File: config.mk
export PLATFORM = sky130hd
export DESIGN_NAME = executeStage
export DESIGN_NICKNAME = d
export VERILOG_FILES = /design/src/source/execPkg.sv /design/src/source/controlDecode.sv /design/src/source/barrelShifter.sv /design/src/source/alu.sv /design/src/source/branchUnit.sv /design/src/source/execute.sv /design/src/source/executeStage.sv
export SDC_FILE = /design/constraint.sdc
export NUM_CORES = 1
export LEC_CHECK = 0
export BUFFER_PORTS_ARGS = -buffer_cell sky130_fd_sc_hd__buf_2
export CORE_MARGIN = 10
export CORE_UTILIZATION = 40
export CTS_CLUSTER_DIAMETER = 60
export DETAILED_ROUTE_END_ITERATION = 16
export PLACE_DENSITY = 0.63
export SETUP_SLACK_MARGIN = 0.4
export SLEW_MARGIN = 30
export SYNTH_ARGS = -nofsm -noshare
export SYNTH_HDL_FRONTEND = slang
export SYNTH_SLANG_ARGS = --single-unit
export TNS_END_PERCENT = 100
File: constraint.sdc
create_clock -name clk -period 1.01 [get_ports clk]
set_clock_uncertainty 0.05 [all_clocks]
set_input_delay 0 -clock clk [delete_from_list [all_inputs] [get_ports clk]]
set_output_delay 0 -clock clk [all_outputs]
set_load 0.03 [all_outputs]
File: src/source/execPkg.sv
// ------------------------------------------------
// Execute stage shared definitions
// Word width, ALU operation codes, opcode map
// and the instruction-format views of one word
// ------------------------------------------------
package execPkg;

   // Datapath width fixed by the ISA
   localparam int wordWidth = 16;

   // ALU operations; low two bits double as shifter mode
   typedef enum logic [2:0] {
      aluRol = 3'b000,
      aluSll = 3'b001,
      aluRor = 3'b010,
      aluSrl = 3'b011,
      aluAdd = 3'b100,
      aluOr  = 3'b101,
      aluXor = 3'b110,
      aluAnd = 3'b111
   } aluOp_e;

   // Jumps
   localparam logic [4:0] opJ      = 5'b00100;
   localparam logic [4:0] opJr     = 5'b00101;
   localparam logic [4:0] opJal    = 5'b00110;
   localparam logic [4:0] opJalr   = 5'b00111;
   // Immediate arithmetic and logic
   localparam logic [4:0] opAddi   = 5'b01000;
   localparam logic [4:0] opSubi   = 5'b01001;
   localparam logic [4:0] opXori   = 5'b01010;
   localparam logic [4:0] opAndni  = 5'b01011;
   // Conditional branches, condition in bits 12:11
   localparam logic [4:0] opBeqz   = 5'b01100;
   localparam logic [4:0] opBnez   = 5'b01101;
   localparam logic [4:0] opBltz   = 5'b01110;
   localparam logic [4:0] opBgez   = 5'b01111;
   // Memory and byte loads
   localparam logic [4:0] opSt     = 5'b10000;
   localparam logic [4:0] opLd     = 5'b10001;
   localparam logic [4:0] opSlbi   = 5'b10010;
   localparam logic [4:0] opStu    = 5'b10011;
   // Immediate shifts
   localparam logic [4:0] opRoli   = 5'b10100;
   localparam logic [4:0] opSlli   = 5'b10101;
   localparam logic [4:0] opRori   = 5'b10110;
   localparam logic [4:0] opSrli   = 5'b10111;
   localparam logic [4:0] opLbi    = 5'b11000;
   localparam logic [4:0] opBtr    = 5'b11001;
   // R-format groups, funct picks the operation
   localparam logic [4:0] opShift  = 5'b11010;
   localparam logic [4:0] opArith  = 5'b11011;
   // Set instructions
   localparam logic [4:0] opSeq    = 5'b11100;
   localparam logic [4:0] opSlt    = 5'b11101;
   localparam logic [4:0] opSle    = 5'b11110;
   localparam logic [4:0] opSco    = 5'b11111;

   typedef struct packed {
      logic [4:0] opcode;
      logic [2:0] rs;
      logic [2:0] rt;
      logic [2:0] rd;
      logic [1:0] funct;
   } rFmt_t;

   typedef struct packed {
      logic [4:0] opcode;
      logic [2:0] rs;
      logic [2:0] rd;
      logic [4:0] imm;
   } iFmt_t;

   typedef struct packed {
      logic [4:0]  opcode;
      logic [10:0] disp;
   } jFmt_t;

   // Same 16 bits seen through each format
   typedef union packed {
      rFmt_t rFmt;
      iFmt_t iFmt;
      jFmt_t jFmt;
   } instrWord_u;

endpackage

File: src/source/controlDecode.sv
// ------------------------------------------------
// Control decoder for the execute stage
// Opcode and funct bits to strobes and ALU op
// ------------------------------------------------
`timescale 1ns/10ps

module controlDecode (
   input  execPkg::instrWord_u instr,
   output logic                ldOrSt,
   output logic                setLess,
   output logic                setCarry,
   output logic                setEqual,
   output logic                immPres,
   output logic                slbi,
   output logic                btr,
   output logic                aluSrc,
   output logic                jump,
   output logic                branch,
   output logic                regJump,
   output logic                invA,
   output logic                invB,
   output execPkg::aluOp_e     aluOp
);

   logic [4:0] op;
   logic [1:0] funct;

   assign op    = instr.rFmt.opcode;
   assign funct = instr.rFmt.funct;

   always_comb begin
      // Everything idle unless the opcode says otherwise
      ldOrSt   = 1'b0;
      setLess  = 1'b0;
      setCarry = 1'b0;
      setEqual = 1'b0;
      immPres  = 1'b0;
      slbi     = 1'b0;
      btr      = 1'b0;
      aluSrc   = 1'b0;
      jump     = 1'b0;
      branch   = 1'b0;
      regJump  = 1'b0;
      invA     = 1'b0;
      invB     = 1'b0;

      case (op)
         execPkg::opSt, execPkg::opLd, execPkg::opStu: begin
            ldOrSt = 1'b1;
            aluSrc = 1'b1;
         end
         execPkg::opAddi, execPkg::opXori,
         execPkg::opRoli, execPkg::opSlli, execPkg::opRori, execPkg::opSrli,
         execPkg::opLbi: begin
            immPres = 1'b1;
            aluSrc  = 1'b1;
         end
         execPkg::opSubi: begin
            immPres = 1'b1;
            aluSrc  = 1'b1;
            invA    = 1'b1;
         end
         execPkg::opAndni: begin
            immPres = 1'b1;
            aluSrc  = 1'b1;
            invB    = 1'b1;
         end
         execPkg::opSlbi: begin
            immPres = 1'b1;
            aluSrc  = 1'b1;
            slbi    = 1'b1;
         end
         execPkg::opBtr: btr = 1'b1;
         // funct 01 is SUB, 11 is ANDN
         execPkg::opArith: begin
            invA = (funct == 2'b01);
            invB = (funct == 2'b11);
         end
         execPkg::opSeq: setEqual = 1'b1;
         execPkg::opSlt, execPkg::opSle: setLess = 1'b1;
         execPkg::opSco: setCarry = 1'b1;
         execPkg::opBeqz, execPkg::opBnez, execPkg::opBltz, execPkg::opBgez: begin
            branch = 1'b1;
         end
         execPkg::opJ, execPkg::opJal: jump = 1'b1;
         execPkg::opJr, execPkg::opJalr: begin
            jump    = 1'b1;
            regJump = 1'b1;
         end
         default: ;
      endcase

      // Op field position depends on the format
      if (ldOrSt)
         aluOp = execPkg::aluOp_e'(op[4:2]);
      else if (immPres)
         aluOp = execPkg::aluOp_e'({~op[2], op[1:0]});
      else
         aluOp = execPkg::aluOp_e'({op[0], funct});

      // Subtract and the set compares all run through the adder
      if (invA | setLess | setEqual | setCarry)
         aluOp = execPkg::aluAdd;
   end

endmodule

File: src/source/barrelShifter.sv
// ------------------------------------------------
// Barrel shifter, four log stages
// Rotate/shift left, rotate/shift right logical
// ------------------------------------------------
`timescale 1ns/10ps

module barrelShifter (
   input  logic [execPkg::wordWidth-1:0] data,
   input  logic [3:0]                    amount,
   input  logic [1:0]                    mode,
   output logic [execPkg::wordWidth-1:0] shifted
);

   localparam int W = execPkg::wordWidth;

   // stage[0] is the input, stage[4] the result
   logic [W-1:0] stage [0:4];

   assign stage[0] = data;

   genvar i;
   generate
      for (i = 0; i < 4; i++) begin : g_stage
         localparam int S = 1 << i;
         logic [W-1:0] moved;

         // mode 00 rol, 01 sll, 10 ror, 11 srl
         always_comb begin
            case (mode)
               2'b00:   moved = (stage[i] << S) | (stage[i] >> (W - S));
               2'b01:   moved = stage[i] << S;
               2'b10:   moved = (stage[i] >> S) | (stage[i] << (W - S));
               default: moved = stage[i] >> S;
            endcase
         end

         // Stage only acts when its amount bit is set
         assign stage[i+1] = amount[i] ? moved : stage[i];
      end
   endgenerate

   assign shifted = stage[4];

endmodule

File: src/source/alu.sv
// ------------------------------------------------
// ALU for the execute stage
// Add, or, xor, and, plus shifts through the
// barrel shifter; carry, zero and overflow flags
// ------------------------------------------------
`timescale 1ns/10ps

module alu (
   input  logic [execPkg::wordWidth-1:0] inA,
   input  logic [execPkg::wordWidth-1:0] inB,
   input  logic                          invA,
   input  logic                          invB,
   input  execPkg::aluOp_e               op,
   input  logic                          cin,
   output logic [execPkg::wordWidth-1:0] out,
   output logic                          carryOut,
   output logic                          zero,
   output logic                          ofl
);

   localparam int W = execPkg::wordWidth;

   logic [W-1:0] opA;
   logic [W-1:0] opB;
   logic [W-1:0] sum;
   logic [W-1:0] shifted;

   // Optional inversion ahead of every operation
   assign opA = invA ? ~inA : inA;
   assign opB = invB ? ~inB : inB;

   // One extra bit catches the carry
   assign {carryOut, sum} = {1'b0, opA} + {1'b0, opB} + {{W{1'b0}}, cin};

   // Shift amount is the low nibble of operand B
   barrelShifter u_shifter (
      .data    (opA),
      .amount  (opB[3:0]),
      .mode    (op[1:0]),
      .shifted (shifted)
   );

   always_comb begin
      case (op)
         execPkg::aluAdd: out = sum;
         execPkg::aluOr:  out = opA | opB;
         execPkg::aluXor: out = opA ^ opB;
         execPkg::aluAnd: out = opA & opB;
         default:         out = shifted;
      endcase
   end

   // Overflow only has meaning for the adder
   // Like-signed operands whose sum flips sign
   assign ofl = (op == execPkg::aluAdd) &&
                (opA[W-1] == opB[W-1]) &&
                (sum[W-1] != opA[W-1]);

   assign zero = (out == '0);

endmodule

File: src/source/branchUnit.sv
// ------------------------------------------------
// Branch and jump resolution
// Evaluates the condition on rs and picks
// the next program counter
// ------------------------------------------------
`timescale 1ns/10ps

module branchUnit (
   input  logic [4:0]                    opcode,
   input  logic                          branch,
   input  logic                          jump,
   input  logic                          regJump,
   input  logic [execPkg::wordWidth-1:0] rs,
   input  logic [execPkg::wordWidth-1:0] pc,
   input  logic [execPkg::wordWidth-1:0] offset,
   output logic [execPkg::wordWidth-1:0] nextPc
);

   localparam int W = execPkg::wordWidth;

   logic         condMet;
   logic         taken;
   logic [W-1:0] base;
   logic [W-1:0] target;

   // Bits 12:11 of the instruction pick the test
   always_comb begin
      case (opcode[1:0])
         2'b00:   condMet = (rs == '0);
         2'b01:   condMet = (rs != '0);
         2'b10:   condMet = rs[W-1];
         default: condMet = ~rs[W-1];
      endcase
   end

   // Guard against strobes from outside the branch group
   assign taken = branch && (opcode[4:2] == 3'b011) && condMet;

   // JR and JALR are relative to rs, the rest to pc
   assign base   = regJump ? rs : pc;
   assign target = base + offset;

   assign nextPc = (jump | taken) ? target : pc;

endmodule

File: src/source/execute.sv
// ------------------------------------------------
// Execute datapath
// Operand select, ALU, set compares, bit
// reverse and next PC resolution
// ------------------------------------------------
`timescale 1ns/10ps

module execute (
   input  logic                          ldOrSt,
   input  logic                          setLess,
   input  logic                          setCarry,
   input  logic                          setEqual,
   input  logic                          immPres,
   input  logic                          slbi,
   input  logic                          btr,
   input  logic                          aluSrc,
   input  logic                          jump,
   input  logic                          branch,
   input  logic                          regJump,
   input  logic                          invA,
   input  logic                          invB,
   input  execPkg::aluOp_e               aluOp,
   input  execPkg::instrWord_u           instr,
   input  logic [execPkg::wordWidth-1:0] regData1,
   input  logic [execPkg::wordWidth-1:0] regData2,
   input  logic [execPkg::wordWidth-1:0] immVal,
   input  logic [execPkg::wordWidth-1:0] branchVal,
   input  logic [execPkg::wordWidth-1:0] jumpVal,
   input  logic [execPkg::wordWidth-1:0] pc,
   output logic [execPkg::wordWidth-1:0] result,
   output logic [execPkg::wordWidth-1:0] storeData,
   output logic [execPkg::wordWidth-1:0] nextPc,
   output logic                          zero,
   output logic                          ofl
);

   localparam int W = execPkg::wordWidth;

   logic         lbiOp;
   logic [W-1:0] inA;
   logic [W-1:0] inB;
   logic [W-1:0] aluOut;
   logic         carry;
   logic         setRes;
   logic [W-1:0] reversed;
   logic [W-1:0] jumpExt;
   logic [W-1:0] branchExt;
   logic [W-1:0] offset;

   // LBI passes the immediate straight through the adder
   assign lbiOp = immPres && (instr.iFmt.opcode == execPkg::opLbi);

   assign inA = lbiOp ? '0 : (slbi ? (regData1 << 8) : regData1);
   assign inB = aluSrc ? immVal : regData2;

   // Carry-in completes the two's complement for SUB
   alu u_alu (
      .inA      (inA),
      .inB      (inB),
      .invA     (invA),
      .invB     (invB),
      .op       (aluOp),
      .cin      (invA),
      .out      (aluOut),
      .carryOut (carry),
      .zero     (zero),
      .ofl      (ofl)
   );

   // Opcode bit 11 splits SLT from SLE
   always_comb begin
      if (setCarry)
         setRes = carry;
      else if (setEqual)
         setRes = (inA == inB);
      else if (instr.rFmt.opcode[0])
         setRes = $signed(inA) < $signed(inB);
      else
         setRes = $signed(inA) <= $signed(inB);
   end

   always_comb begin
      for (int i = 0; i < W; i++)
         reversed[i] = inA[W-1-i];
   end

   assign result = (setLess | setEqual | setCarry) ? {{(W-1){1'b0}}, setRes} :
                   btr ? reversed : aluOut;

   // Only memory ops carry meaningful store data
   assign storeData = ldOrSt ? regData2 : '0;

   // Sign extend the displacements
   assign jumpExt   = {{(W-11){jumpVal[10]}}, jumpVal[10:0]};
   assign branchExt = {{(W-8){branchVal[7]}}, branchVal[7:0]};

   // Register jumps use the immediate as their offset
   assign offset = (jump & ~regJump) ? jumpExt :
                   branch ? branchExt : immVal;

   branchUnit u_branch (
      .opcode  (instr.jFmt.opcode),
      .branch  (branch),
      .jump    (jump),
      .regJump (regJump),
      .rs      (regData1),
      .pc      (pc),
      .offset  (offset),
      .nextPc  (nextPc)
   );

endmodule

File: src/source/executeStage.sv
// ------------------------------------------------
// Execute stage top level
// Decoder and datapath feeding the EX/MEM
// register, one cycle of latency
// ------------------------------------------------
`timescale 1ns/10ps

module executeStage (
   input  logic                          clk,
   input  logic                          rstN,
   input  logic                          instrValid,
   input  execPkg::instrWord_u           instr,
   input  logic [execPkg::wordWidth-1:0] pc,
   input  logic [execPkg::wordWidth-1:0] regData1,
   input  logic [execPkg::wordWidth-1:0] regData2,
   input  logic [execPkg::wordWidth-1:0] immVal,
   input  logic [execPkg::wordWidth-1:0] branchVal,
   input  logic [execPkg::wordWidth-1:0] jumpVal,
   output logic                          resultValid,
   output logic [execPkg::wordWidth-1:0] result,
   output logic [execPkg::wordWidth-1:0] storeData,
   output logic [execPkg::wordWidth-1:0] nextPc,
   output logic                          zero,
   output logic                          ofl
);

   localparam int W = execPkg::wordWidth;

   // Decoder strobes
   logic ldOrSt, setLess, setCarry, setEqual, immPres, slbi, btr;
   logic aluSrc, jump, branch, regJump, invA, invB;
   execPkg::aluOp_e aluOp;

   // Combinational datapath outputs
   logic [W-1:0] exResult;
   logic [W-1:0] exStoreData;
   logic [W-1:0] exNextPc;
   logic         exZero;
   logic         exOfl;

   controlDecode u_decode (
      .instr    (instr),
      .ldOrSt   (ldOrSt),
      .setLess  (setLess),
      .setCarry (setCarry),
      .setEqual (setEqual),
      .immPres  (immPres),
      .slbi     (slbi),
      .btr      (btr),
      .aluSrc   (aluSrc),
      .jump     (jump),
      .branch   (branch),
      .regJump  (regJump),
      .invA     (invA),
      .invB     (invB),
      .aluOp    (aluOp)
   );

   execute u_execute (
      .ldOrSt    (ldOrSt),
      .setLess   (setLess),
      .setCarry  (setCarry),
      .setEqual  (setEqual),
      .immPres   (immPres),
      .slbi      (slbi),
      .btr       (btr),
      .aluSrc    (aluSrc),
      .jump      (jump),
      .branch    (branch),
      .regJump   (regJump),
      .invA      (invA),
      .invB      (invB),
      .aluOp     (aluOp),
      .instr     (instr),
      .regData1  (regData1),
      .regData2  (regData2),
      .immVal    (immVal),
      .branchVal (branchVal),
      .jumpVal   (jumpVal),
      .pc        (pc),
      .result    (exResult),
      .storeData (exStoreData),
      .nextPc    (exNextPc),
      .zero      (exZero),
      .ofl       (exOfl)
   );

   // EX/MEM register, all outputs read zero out of reset
   always_ff @(posedge clk or negedge rstN) begin
      if (!rstN) begin
         resultValid <= 1'b0;
         result      <= '0;
         storeData   <= '0;
         nextPc      <= '0;
         zero        <= 1'b0;
         ofl         <= 1'b0;
      end else begin
         resultValid <= instrValid;
         result      <= exResult;
         storeData   <= exStoreData;
         nextPc      <= exNextPc;
         zero        <= exZero;
         ofl         <= exOfl;
      end
   end

endmodule

### Word level (Yosys, flattened, before mapping)

Index checks and enable logic that the tools add are counted.
W data, S select, Z words.

* bitwise operators: 22
* multiplexer cells: 41
* $lt $le $gt $ge: 2
* $add $sub $neg: 3
* reductions and logical operators: 18
* equality and inequality tests: 41

Operators with widths (count)
* $mux W16: 16
* $pmux W16 S3: 3
* $eq A5 B5 Y1 const B: 15
* $pmux W16 S4: 1
* $eq A5 B4 Y1 const B: 8
* $logic_not A16 Y1: 2
* $not A16 Y16: 2
* $pmux W16 S2: 1
* $eq A5 B3 Y1 const B: 4
* $add A16 B16 Y17: 1
* $add A17 B1 Y17: 1
* $add A16 B16 Y16: 1
* $and A16 B16 Y16: 1
* $eq A16 B16 Y1: 1
* $le A16 B16 Y1: 1
* $lt A16 B16 Y1: 1
* $or A12 B16 Y16: 1
* $or A14 B16 Y16: 1
* $or A15 B16 Y16: 1
* $or A16 B1 Y16: 1
* $or A16 B16 Y16: 1
* $or A16 B2 Y16: 1
* $or A16 B4 Y16: 1
* $or A16 B8 Y16: 1
* 22 further kinds: 60

* logic and storage cells: 133
* register bits after elaboration: 51
* output and inout bits: 51
* input bits: 115

### Depth between registers and ports, before layout

Gate-level depths: netlist of the first run.

* depth in word-level cells: 22
* depth in mapped cells: 25

### By module

From an unflattened synthesis of the first run, not the netlist that was laid out.

* cells, all modules: 1050
* area, all modules: 8395.6 um^2

Modules (own cells, without submodules)
* alu: area each 2200.9 um^2, seq. area each 0.0 um^2, cells each 288, times used 1
* barrelShifter: area each 1878.1 um^2, seq. area each 0.0 um^2, cells each 275, times used 1
* execute: area each 1507.7 um^2, seq. area each 0.0 um^2, cells each 225, times used 1
* executeStage: area each 1276.2 um^2, seq. area each 1276.2 um^2, cells each 51, times used 1
* branchUnit: area each 1143.6 um^2, seq. area each 0.0 um^2, cells each 150, times used 1
* controlDecode: area each 389.1 um^2, seq. area each 0.0 um^2, cells each 61, times used 1

### Worst setup path before layout of the first run

OpenSTA, ideal clock, no wires.

* path kind: input to register
* start point: input instr[11] (netlist bit)
* end point: register zero
* setup slack: -3.471 ns
* data arrival time: 4.336 ns
* data required time: 0.864 ns
* cell stages on the path: 23
* path through: buf_2 o21a_1 o311ai_4 and3_1 buf_6 nor2_8 inv_2 buf_6 buf_2 o21ai_0 fa_1 a21o_1 a221oi_1 o211a_1 o21a_1 o21ai_0 nand2_1 xor2_1 a211oi_1 a221o_1 nand2b_1 or4_1 nor4_2

* cells in the longest elaborated chain, start to end: 21
* elaborated cells on any way between the ends: 75
* classes of those cells: add/sub: 2; eq/ne: 24; mux: 26; bitwise: 15; reduce/logical: 8

Ends and longest elaborated chain
* start: declaration: RTL line executeStage.sv:12 `input execPkg::instrWord_u instr,`
* $eq A5 B5 Y1, or another cell as far along: RTL line controlDecode.sv:47 `case (op)`
* $reduce_or A2 Y1 / $reduce_or A10 Y1 (equally long branches)
* $mux W1: RTL line controlDecode.sv:47
* $or A1 B1 Y1 / $logic_and A1 B1 Y1 (equally long branches): RTL line controlDecode.sv:102, execute.sv:51
* $or A1 B1 Y1 / $mux W16 (equally long branches): RTL line controlDecode.sv:102, execute.sv:53
* $or A1 B1 Y1 / $not A16 Y16 (equally long branches): RTL line controlDecode.sv:102, alu.sv:29
* $mux W3 / $mux W16 (equally long branches): RTL line controlDecode.sv:102, alu.sv:29
* $eq A2 B2 Y1, or another cell as far along: RTL line barrelShifter.sv:29 `case (mode)`
* (+6 left out)
* $pmux W16 S3: RTL line barrelShifter.sv:29
* $mux W16: RTL line barrelShifter.sv:38 `assign stage[i+1] = amount[i] ? moved : stage[i];`
* $or A16 B8 Y16: RTL line barrelShifter.sv:30, barrelShifter.sv:32
* $pmux W16 S2: RTL line barrelShifter.sv:29
* $mux W16: RTL line barrelShifter.sv:38
* $pmux W16 S4 *: RTL line alu.sv:44 `case (op)`
* $logic_not A16 Y1 *: RTL line alu.sv:59 `assign zero = (out == '0);`
* via exZero: RTL line executeStage.sv:38 `logic exZero;`
* end signal: assignment: RTL line executeStage.sv:102 `zero <= exZero;`
* end: declaration: RTL line executeStage.sv:23 `output logic zero,`

The timed path passes the listed nets; every way through them passes the cells marked *.

### Final worst setup path of the first run

* start point: input instr[13] (netlist bit)
* end point: register zero

The elaborated chain is that of the path after synthesis.

==> flow_metrics.py, run 1 <==
metrics = {
    "outcome": {
        "status": "complete, but fails checks",
        "failed_checks": "negative hold slack, negative setup slack",
    },
    "timing": {
        "setup_violations": 49,
        "relSlewSlack_pct": 56.2,
        "whs_ns": -0.122,
        "fin_ws_ns": -2.80,
        "rsz0062_at_grt": "yes",
        "hold_viol_final": 28,
        "period_needed_ns": 3.81,
        "fmax_mhz": 262,
        "drv_slew": 0,
        "tightest_slew_ns": 0.655,
        "fin_crit_sh_pct": 378,
    },
    "global_routing": {
        "use_met1_pct": 41.9,
        "track_usage_pct": 32.0,
        "grt_pass1_vias": 11323,
        "grt_pass1_wl_mm": 66.5,
        "grt_start_max_net_pins": 52,
        "grt_util_met2_pct": 52.3,
        "grt.overflow.total": 0,
        "top_usage_layer": "met2",
        "met3_usage_pct": 4.02,
        "antenna_found_initial": 2,
    },
    "setup_path": {
        "crit_arrival_ns": 3.96,
        "path_cells": "buf_12 > buf_4 > nor3b_2 > mux2_2 > nand3_2 > nor2b_2 > ha_1 > a21o_1 > a21oi_2 > o211a_1 > o21a_1 > o21ai_2 > nand2_1 > xor2_1 > a211oi_2 > a221o_1 > nand2b_1 > or4_1 > nor4_2",
        "path_class": "in2reg",
        "max_stage_delay_ns": 0.50,
        "endpoint_kind": "flop",
        "crit_fanout": 7,
        "crit_slowest_cell": "or4_1",
        "critPathLaunchType": "input pin",
        "cp.required_ns": 1.16,
    },
    "routing": {
        "detail_route.first_pass.iterations": 6,
        "via_per_inst": 6.06,
        "postRouteAntennaNets": 0,
        "wl_per_cell_um": 24.3,
        "routed_wl_mm": 46.7,
        "drcViolationCount": 0,
        "dr_total_vias": 11646,
        "drtIter0Drc": 1243,
    },
    "synthesis": {
        "yosys_warnings": 0,
        "netlist_area_sq_um": 8150,
        "syn-instance-count": 1067,
        "ys_types": 101,
        "synth-main-ff-cell": "dfrtp_1",
        "yosys.area.top_type": "dfrtp_1",
        "synth.top_cell.area_share_pct": 15.7,
        "synth_edf_count": 0,
        "synth_nets": 1247,
        "postSynthAreaPerCell_sq_um": 7.64,
        "yosys-top-cells-count": "101 x nand2_1, 97 x a21oi_1, 77 x nor2_1, 72 x o21ai_0, 63 x ha_1",
        "yosysSeqAreaShare_pct": 15.7,
        "synth_most_common_cell": "nand2_1",
        "async_flop_share_pct": 100,
        "synth_area_leaders": "dfrtp_1 16%, ha_1 9.7%, a21oi_1 6.0%",
        "synth-seq-cells": 51,
    },
    "placed_design": {
        "io_buffer_count": 143,
        "dp_hpwl_mm": 33.8,
        "gp_congestion": 1.02,
        "dp_cells": 1825,
        "pre_cts_slack_ns": -3.12,
    },
    "die": {
        "die_w_um": 163,
        "die_area_sq_um": 26500,
        "fp.coreArea_sq_um": 20200,
        "std_cell_rows": 52,
        "ioPinCount": 166,
        "fp.dieH_um": 163,
        "floorplan.initialDensity_pct": 40.4,
    },
    "final_layout": {
        "nets": 1827,
        "drive_above_1_share_pct": 56.4,
        "area_growth_pct": 83.3,
        "fillers": 1413,
        "fin_cells": 1921,
    },
    "hold_path": {
        "hp-class": "in2reg",
        "holdPathStages": 3,
    },
    "clock_tree": {
        "numCtsBuffers": 5,
        "h-tree-depth": 2,
        "path_clk_slew_ns": 0.07,
        "root_buffer": "clkbuf_16",
        "cts-hold-fix-buffers": 2,
        "clock_path_buffers": 2,
        "cts_tree": "done",
        "cts_sinks": 51,
    },
    "flow_run": {
        "cap_violations": 0,
    },
    "power": {
        "power.leakage_uw": 0.00697,
        "power_density_nw_per_um2": 1140,
        "vdd_ir_drop_max_uv": 664,
    },
}
[per-stage QoR]
stage          total power (uW)  utilization (%)  instance area (sq um)  setup TNS [ns]
2_1_floorplan              7780                -                   8470          -65.82
3_3_place_gp              12500             61.1                  12300          -80.51
3_5_place_dp              12500             61.1                  12300          -82.45
4_1_cts                   16100             70.9                  14300          -64.05
5_1_grt                   17800             74.1                  14900          -74.50
6_report                  17000             74.1                  14900          -70.76
[final timing paths]
kind                           start                   to  slack, ns
max                        instr[13]       zero$_DFF_PN0_      -2.80
min                            pc[9]  nextPc[9]$_DFF_PN0_      -0.12
max in group asynchronous       rstN       zero$_DFF_PN0_       0.47
min in group asynchronous       rstN  nextPc[0]$_DFF_PN0_       0.16
[sequential cells by signal, indices dropped and copies added, names as in the netlist]
signal / flops
storeData: 16
resultValid: 1
nextPc: 16
result: 16
zero: 1
ofl: 1
[final cells by class]
cell class                      count  area, sq um  area share, %
Antenna cell                        3         7.51         0.0502
Clock buffer                        6          139          0.929
Clock inverter                      2         16.3          0.109
Inverter                           60          235           1.57
Multi-Input combinational cell    883         7610           51.0
Sequential cell                    51         1280           8.54
Tap cell                          270          338           2.26
Timing Repair Buffer              646         5320           35.6
[per-layer routing]
metal,share of wire (%),wire length (um),up-vias
li1,-,-,5114
met1,39,18400,5609
met2,46,21300,716
met3,8.9,4170,207
met4,6.0,2830,0
met5,0,0,-
[repair_timing]
action / in CTS / in global routing
endpoints found under the hold margin: 81 / 27
pin swaps: 85 / 43
gates cloned: 0 / 1
gates resized for setup: 319 / 86
setup buffers: 58 / 24
endpoints found under the setup margin: 101 / 101
[power breakdown]
part / internal, uW / switching, uW / leakage (uW)
Combinational: 6050 / 6740 / 0.00625
Clock: 991 / 797 / 0.0000731
Sequential: 2330 / 129 / 0.000641
Total: 9370 / 7660 / 0.00697
[worst max-delay path, delay by kind of cell]
kind            cells  cell delay, ns
xor+xnor            1            0.17
fa+ha+maj           1            0.32
buf+inv             2            0.25
mux                 1            0.43
compound gates      7            1.24
simple gates        7            1.56
[placed cells by master, fill, tap and decap left out, types with 16 or more instances in the layout]
cell type	Yosys	final
a211oi_1	32	22
dfrtp_1	51	51
buf_6	7	108
o21ai_1	8	21
a21oi_2	1	32
and2_4	0	16
mux2_2	24	18
o21ai_0	72	42
buf_4	6	428
ha_1	63	57
a21oi_1	97	62
nand3_1	25	21
xnor2_1	46	36
buf_12	0	17
mux2i_1	29	24
inv_1	48	44
buf_2	23	85
nand2_1	101	93
nor2_1	77	69
[cell families (layout without fill, tap and decap cells)]
family                   count (synthesis)  in the layout  share of synthesized area (%)
adder cells (fa/ha/maj)                 66             66                           10.3
multiplexers                            53             53                           6.88
other                                    0              3                              0
AO/OA/AOI/OAI                          368            368                           32.0
buffers and inverters                  133            714                           7.43
XOR/XNOR                                56             56                           6.29
flip-flops                              51             51                           15.7
AND/OR/NAND/NOR                        340            340                           21.5
Note: power is estimated with default switching activity, not from simulation.
==> run 2, diff against run 1 <==
Settings changed: CORE_UTILIZATION 40 to 62, PLACE_DENSITY 0.63 to 0.91.
==> run 2 against run 1 <==
Net effect:
- the flow now stops in 4_1_cts
- area after synthesis is the same
- synthesized cell count is the same
==> flow_metrics.py, run 2 <==
metrics = {
    "placed_design": {
        "dp_cells": 1699,
        "placed_area_sq_um": 12000,
        "io_buffer_count": 143,
        "dp_hpwl_mm": 41.6,
        "gp_congestion": 1.20,
    },
    "synthesis": {
        "yosysSeqAreaShare_pct": 15.7,
        "syn-instance-count": 1067,
        "synth_nets": 1247,
        "async_flop_share_pct": 100,
        "synth-xor-area-share_pct": 6.29,
        "synthMuxAreaShare_pct": 6.88,
        "synth-main-ff-cell": "dfrtp_1",
        "netlist_area_sq_um": 8150,
        "yosys_warnings": 0,
        "ys_types": 101,
        "synth_area_leaders": "dfrtp_1 16%, ha_1 9.7%, a21oi_1 6.0%",
        "synth_edf_count": 0,
        "synth_most_common_cell": "nand2_1",
        "synth.top_cell.area_share_pct": 15.7,
        "synth_compound_area_share_pct": 32.0,
        "synth_top_family_by_area": "compound AO/OA/AOI/OAI gates",
        "yosys-top-cells-count": "101 x nand2_1, 97 x a21oi_1, 77 x nor2_1, 72 x o21ai_0, 63 x ha_1",
        "postSynthAreaPerCell_sq_um": 7.64,
        "synth-seq-cells": 51,
        "synthAdderAreaFrac_pct": 10.3,
        "synth_simple_gate_area_share_pct": 21.5,
        "yosys.area.top_type": "dfrtp_1",
    },
    "clock_tree": {
        "post_cts_buffers": 58,
        "post_cts_resized": 364,
        "numCtsBuffers": 5,
        "root_buffer": "clkbuf_16",
        "h-tree-depth": 2,
        "cts_sinks": 51,
        "clock_path_buffers": 2,
        "cts-hold-fix-buffers": 3,
    },
    "die": {
        "fp.dieH_um": 135,
        "die_w_um": 135,
        "floorplan.initialDensity_pct": 63.8,
        "std_cell_rows": 41,
        "ioPinCount": 166,
    },
    "outcome": {
        "first-error": "[ERROR DPL-0038] Utilization greater than 100%, impossible to legalize",
        "stop_stage": "4_1_cts",
        "status": "stopped before the end",
    },
}
==> run 2: cell counts after synthesis <==
No cell type changed its count.
==> run 2: cell families after synthesis <==
kind of cell / Yosys count
flops: 51
xor+xnor: 56
fa+ha+maj: 66
compound gates: 368
simple gates: 340
mux: 53
buf+inv: 133
==> run 2: stage by stage <==
stage          worst slack [ns]  utilization [%]  hold WS (ns)
2_1_floorplan             -3.07                -        -0.346
3_3_place_gp              -2.97             93.6       -0.0480
3_5_place_dp              -3.83             93.6       -0.0374
==> run 3, diff against run 2 <==
Settings changed: CORE_UTILIZATION 62 to 40, CTS_CLUSTER_DIAMETER 60 to default, PLACE_DENSITY 0.91 to default, PLACE_DENSITY_LB_ADDON from default to 0.15, SETUP_SLACK_MARGIN 0.4 to default.
==> run 3 against run 2 <==
Net effect:
- the flow now finishes, with violations (negative setup slack)
==> flow_metrics.py, run 3 (synthesized netlist as in run 1, its figures left out) <==
metrics = {
    "outcome": {
        "status": "complete, but fails checks",
        "failed_checks": "negative setup slack",
    },
    "final_layout": {
        "top_regs": "nextPc: 16 flops, result: 16 flops, storeData: 16 flops",
        "nets": 1844,
        "drive_above_1_share_pct": 55.6,
        "layout_common_cells": "420 x buf_4, 132 x buf_2, 90 x nand2_1, 70 x nor2_1, 58 x buf_6",
        "layout_commonest_cell": "buf_4",
        "area_growth_pct": 84.7,
        "final_util_pct": 74.7,
    },
    "setup_path": {
        "max_stage_delay_ns": 0.44,
        "critPathLaunchType": "input pin",
        "cp.required_ns": 1.17,
        "crit_slowest_cell": "or4_4",
        "crit_arrival_ns": 4.04,
        "path_class": "in2reg",
        "crit_family": "compound AO/OA/AOI/OAI gates",
        "cp_num_buf_inv": 2,
        "path_cells": "buf_12 > o21a_4 > o311ai_4 > and3_4 > nor2_8 > inv_2 > o21ai_2 > fa_2 > a21o_1 > a221oi_4 > o211a_1 > o21a_1 > o21ai_2 > nand2_1 > xor2_1 > a211oi_2 > a221o_1 > nand2b_1 > or4_4 > nor4_4",
        "crit_fanout": 6,
        "crit_top_cell": "o21ai_2",
        "endpoint_kind": "flop",
    },
    "timing": {
        "fin_ws_ns": -2.87,
        "tightest_slew_ns": 0.697,
        "hold_viol_final": 0,
        "fmax_mhz": 258,
        "relSlewSlack_pct": 53.5,
        "whs_ns": 0.0129,
        "period_needed_ns": 3.88,
        "rsz0062_at_grt": "yes",
        "drv_slew": 0,
        "setup_violations": 34,
        "fin_crit_sh_pct": 384,
    },
    "die": {
        "die_w_um": 163,
        "fp.dieH_um": 163,
        "ioPinCount": 166,
        "std_cell_rows": 52,
        "floorplan.initialDensity_pct": 40.4,
        "die_area_sq_um": 26500,
        "fp.coreArea_sq_um": 20200,
    },
    "clock_tree": {
        "path_clk_slew_ns": 0.08,
        "clock_path_buffers": 2,
        "cts_sinks": 51,
        "numCtsBuffers": 5,
        "root_buffer": "clkbuf_16",
        "h-tree-depth": 2,
        "cts_tree": "done",
    },
    "power": {
        "power_uw": 16900,
        "vdd_ir_drop_max_uv": 705,
        "power_density_nw_per_um2": 1120,
        "power.leakage_uw": 0.00705,
    },
    "global_routing": {
        "antenna_found_initial": 3,
        "grt_pass1_wl_mm": 67.9,
        "grt_pass1_vias": 11425,
        "grt.overflow.total": 0,
        "track_usage_pct": 32.7,
        "grt_start_max_net_pins": 52,
    },
    "hold_path": {
        "hold_path_end": "storeData[0]$_DFF_PN0_",
        "holdPathStages": 3,
        "hp-start": "regData2[0]",
        "hp-class": "in2reg",
    },
    "routing": {
        "wl_per_cell_um": 23.8,
        "drtIter0Drc": 1211,
        "drcViolationCount": 0,
        "dr_total_vias": 11625,
        "detail_route.first_pass.iterations": 5,
        "via_per_inst": 6.00,
        "postRouteAntennaNets": 0,
        "routed_wl_mm": 46.1,
    },
    "placed_design": {
        "io_buffer_count": 143,
        "gp_congestion": 1.02,
        "dp_hpwl_mm": 34.0,
    },
    "flow_run": {
        "cap_violations": 0,
    },
}
-- run 3: power breakdown --
part / leakage [uW] / internal (uW) / switching [uW] / total [uW]
Combinational: 0.00634 / 5930 / 6810 / 12700
Sequential: 0.000641 / 2320 / 60.0 / 2380
Clock: 0.0000748 / 943 / 864 / 1810
Total: 0.00705 / 9190 / 7740 / 16900
-- run 3: area by class of cell --
cell class	instances	area [sq um]
sequential	51	1280
antenna	2	5.00
tap	270	338
timing repair buffer	663	5240
clock buffer	5	125
inverter	60	250
clock inverter	3	26.3
fill	1495	5110
multi-input combinational	883	7800
-- run 3: layer usage --
| metal | track usage (%) | up-vias | wire (um) |
|---|---|---|---|
| met1 | 42.8 | 5566 | 18800 |
| li1 | - | 5163 | - |
| met5 | 0 | - | 0 |
| met2 | 52.5 | 711 | 20800 |
| met3 | 5.99 | 185 | 4070 |
| met4 | 12.4 | 0 | 2460 |
-- run 3: tightest hold or removal path, cell delays in order --
cell    delay (ns)
buf_2         0.12
buf_4         0.11
and2_1        0.11
-- run 3: worst max path at each step --
stage / startpoint / to / slack (ns) / depth (start not counted)
floorplan: instr[11] / zero$_DFF_PN0_ / -3.07 / 23
global placement: instr[12] / zero$_DFF_PN0_ / -3.02 / 18
detailed placement: instr[15] / zero$_DFF_PN0_ / -3.17 / 20
CTS: instr[12] / zero$_DFF_PN0_ / -2.67 / 20
global route: instr[12] / zero$_DFF_PN0_ / -2.99 / 20
finish: instr[12] / zero$_DFF_PN0_ / -2.87 / 20
-- run 3: metrics by stage --
step / setup WS (ns) / instance area [sq um] / std cells / TNS (ns)
after floorplan: -3.07 / 8460 / 1067 / -65.82
after global placement: -3.02 / 12400 / 1832 / -83.91
final: -2.87 / 15100 / 1937 / -69.28
after CTS: -2.67 / 14600 / 1916 / -61.41
after detailed placement: -3.17 / 12400 / 1832 / -84.38
after global routing: -2.99 / 15100 / 1937 / -72.82
-- run 3: what timing repair did --
item / 4_1_cts / 5_1_grt
setup endpoints to repair: 34 / 34
pin swaps: 100 / 84
gates cloned: 2 / 1
hold buffers: 30 / 0
hold endpoints to repair: 80 / 0
setup buffers: 51 / 28
gates resized for setup: 288 / 59
==> run 4, diff against run 3 <==
Settings changed: SETUP_SLACK_MARGIN from default to 0.05, SKIP_CTS_REPAIR_TIMING from default to 1.
==> run 4 against run 3 <==
Net effect:
- the run ends with negative hold slack, negative setup slack left
- critical endpoint unchanged
- worst setup slack lost 0.012 ns
- largest cell class unchanged
- final cell count shrank 0.31%
- worst hold slack lost 0.050 ns
- global-route usage shrank 3.5 points
- wire length shrank 6.8%
- sequential share of layout area grew 0.16 points
- clock power grew 13%
- largest power group unchanged
- clock-buffer cell count is the same
- final area shrank 1.9%
==> flow_metrics.py, run 4 (synthesized netlist as in run 1, its figures left out) <==
metrics = {
    "outcome": {
        "status": "complete, but fails checks",
        "failed_checks": "negative hold slack, negative setup slack",
    },
    "setup_path": {
        "critPathLaunchType": "input pin",
        "crit_arrival_ns": 4.05,
        "crit_fanout": 7,
        "cp.required_ns": 1.17,
        "endpoint_kind": "flop",
        "path_class": "in2reg",
        "crit_start": "instr[11]",
    },
    "global_routing": {
        "grt_pass1_vias": 10146,
        "antenna_found_initial": 1,
        "grt_start_max_net_pins": 52,
        "grt.overflow.total": 0,
        "track_usage_pct": 29.3,
        "grt_pass1_wl_mm": 60.2,
    },
    "timing": {
        "whs_ns": -0.0367,
        "hold_viol_final": 3,
        "tightest_slew_ns": 0.669,
        "fmax_mhz": 257,
        "period_needed_ns": 3.89,
        "drv_slew": 0,
        "relSlewSlack_pct": 55.2,
        "fin_ws_ns": -2.88,
        "rsz0062_at_grt": "yes",
        "fin_crit_sh_pct": 385,
        "setup_violations": 34,
    },
    "final_layout": {
        "fin_cells": 1931,
        "final-seq-area_sq_um": 1280,
        "multi_input_area_sq_um": 7700,
        "fin_area_sq_um": 14800,
        "drive_above_1_share_pct": 56.1,
        "nets": 1839,
        "top_regs": "nextPc: 16 flops, result: 16 flops, storeData: 16 flops",
        "final_util_pct": 73.2,
        "layout_commonest_cell": "buf_4",
        "fillers": 1579,
        "layout_common_cells": "436 x buf_4, 138 x buf_2, 91 x nand2_1, 70 x nor2_1, 56 x ha_1",
        "area_growth_pct": 81.2,
    },
    "routing": {
        "postRouteAntennaNets": 0,
        "dr_total_vias": 11118,
        "via_per_inst": 5.76,
        "wl_per_cell_um": 22.3,
        "drtIter0Drc": 1014,
        "detail_route.first_pass.iterations": 5,
        "routed_wl_mm": 43.0,
        "drcViolationCount": 0,
    },
    "power": {
        "seqPwrFrac_pct": 14.2,
        "internal_power_uw": 9300,
        "switching_power_uw": 7560,
        "power.leakage_uw": 0.00692,
        "p_comb_share_pct": 73.8,
        "p_clk_share_pct": 12.1,
        "switching_share_pct": 44.8,
        "vdd_ir_drop_max_uv": 689,
        "power_density_nw_per_um2": 1140,
        "power_uw": 16900,
    },
    "die": {
        "fp.coreArea_sq_um": 20200,
        "std_cell_rows": 52,
        "fp.dieH_um": 163,
        "floorplan.initialDensity_pct": 40.4,
        "die_w_um": 163,
        "ioPinCount": 166,
        "die_area_sq_um": 26500,
    },
    "placed_design": {
        "dp_cells": 1844,
        "gp_congestion": 1.02,
        "io_buffer_count": 143,
        "placed_area_sq_um": 12500,
        "dp_hpwl_mm": 33.8,
    },
    "clock_tree": {
        "path_clk_slew_ns": 0.08,
        "cts_tree": "done",
        "h-tree-depth": 2,
        "cts_sinks": 51,
        "root_buffer": "clkbuf_16",
        "numCtsBuffers": 5,
        "clock_path_buffers": 2,
    },
    "hold_path": {
        "hp-class": "in2reg",
        "hp-start": "instr[13]",
    },
    "flow_run": {
        "cap_violations": 0,
    },
}
-- run 4: changes by cell type in the layout (fill, tap and decap cells not counted), moves of 7 or more --
cell,change
buf_6,-23
buf_4,+16
and2_1,-12
and2_4,+11
o21ai_2,+7
xnor2_2,-7
-- run 4: worst paths after layout --
check / endpoint / slack [ns] / cells after the start
worst max-delay path: zero$_DFF_PN0_ / -2.88 / 19
worst min-delay path: storeData[1]$_DFF_PN0_ / -0.04 / 3
max in group asynchronous: result[5]$_DFF_PN0_ / 0.52 / 3
min in group asynchronous: nextPc[5]$_DFF_PN0_ / 0.16 / 3
-- run 4: routing by layer --
| layer | GRT usage, % | vias to the layer above | part of all wire, % |
|---|---|---|---|
| met5 | 0 | - | 0 |
| met4 | 9.43 | 0 | 3.4 |
| met3 | 4.35 | 87 | 7.3 |
| met2 | 46.5 | 498 | 46 |
| met1 | 39.7 | 5371 | 43 |
| li1 | - | 5162 | - |
-- run 4: power groups by stage --
stage | clock network (uW) | logic (uW) | registers [uW]
2_1_floorplan | 0 | 4740 | 3030
3_3_place_gp | 0 | 10200 | 2420
3_5_place_dp | 0 | 10200 | 2430
4_1_cts | 2070 | 10200 | 2390
5_1_grt | 2190 | 13100 | 2410
6_report | 2040 | 12400 | 2390
-- run 4: layout make-up --
class / instances / area share [%]
inverters: 60 / 1.73
clock buffers: 5 / 0.847
diodes: 1 / 0.0169
multi-input cells: 883 / 52.1
flip-flops and latches: 51 / 8.64
clock inverters: 3 / 0.322
repair buffers: 658 / 34.0
well taps: 270 / 2.29
-- run 4: per-stage QoR --
step	hold slack (ns)	setup TNS (ns)	setup slack, ns
2_1_floorplan	-0.346	-65.82	-3.07
3_3_place_gp	-0.0434	-82.81	-3.02
3_5_place_dp	-0.0398	-84.60	-3.14
4_1_cts	-0.369	-70.43	-2.83
5_1_grt	-0.0264	-72.77	-3.02
6_report	-0.0367	-68.04	-2.88
-- run 4: critical path, stage by stage --
cell and delay, ns:
buf_12 0.10, buf_6 0.10, nand3b_1 0.20, a211oi_4 0.53
buf_6 0.18, xnor2_1 0.14, ha_1 0.28, a21o_1 0.25
a221oi_4 0.30, o211a_1 0.28, o21a_1 0.19, o21ai_2 0.08
nand2_1 0.07, xor2_1 0.18, a211oi_2 0.09, a221o_1 0.29
nand2b_1 0.15, or4_4 0.43, nor4_4 0.21
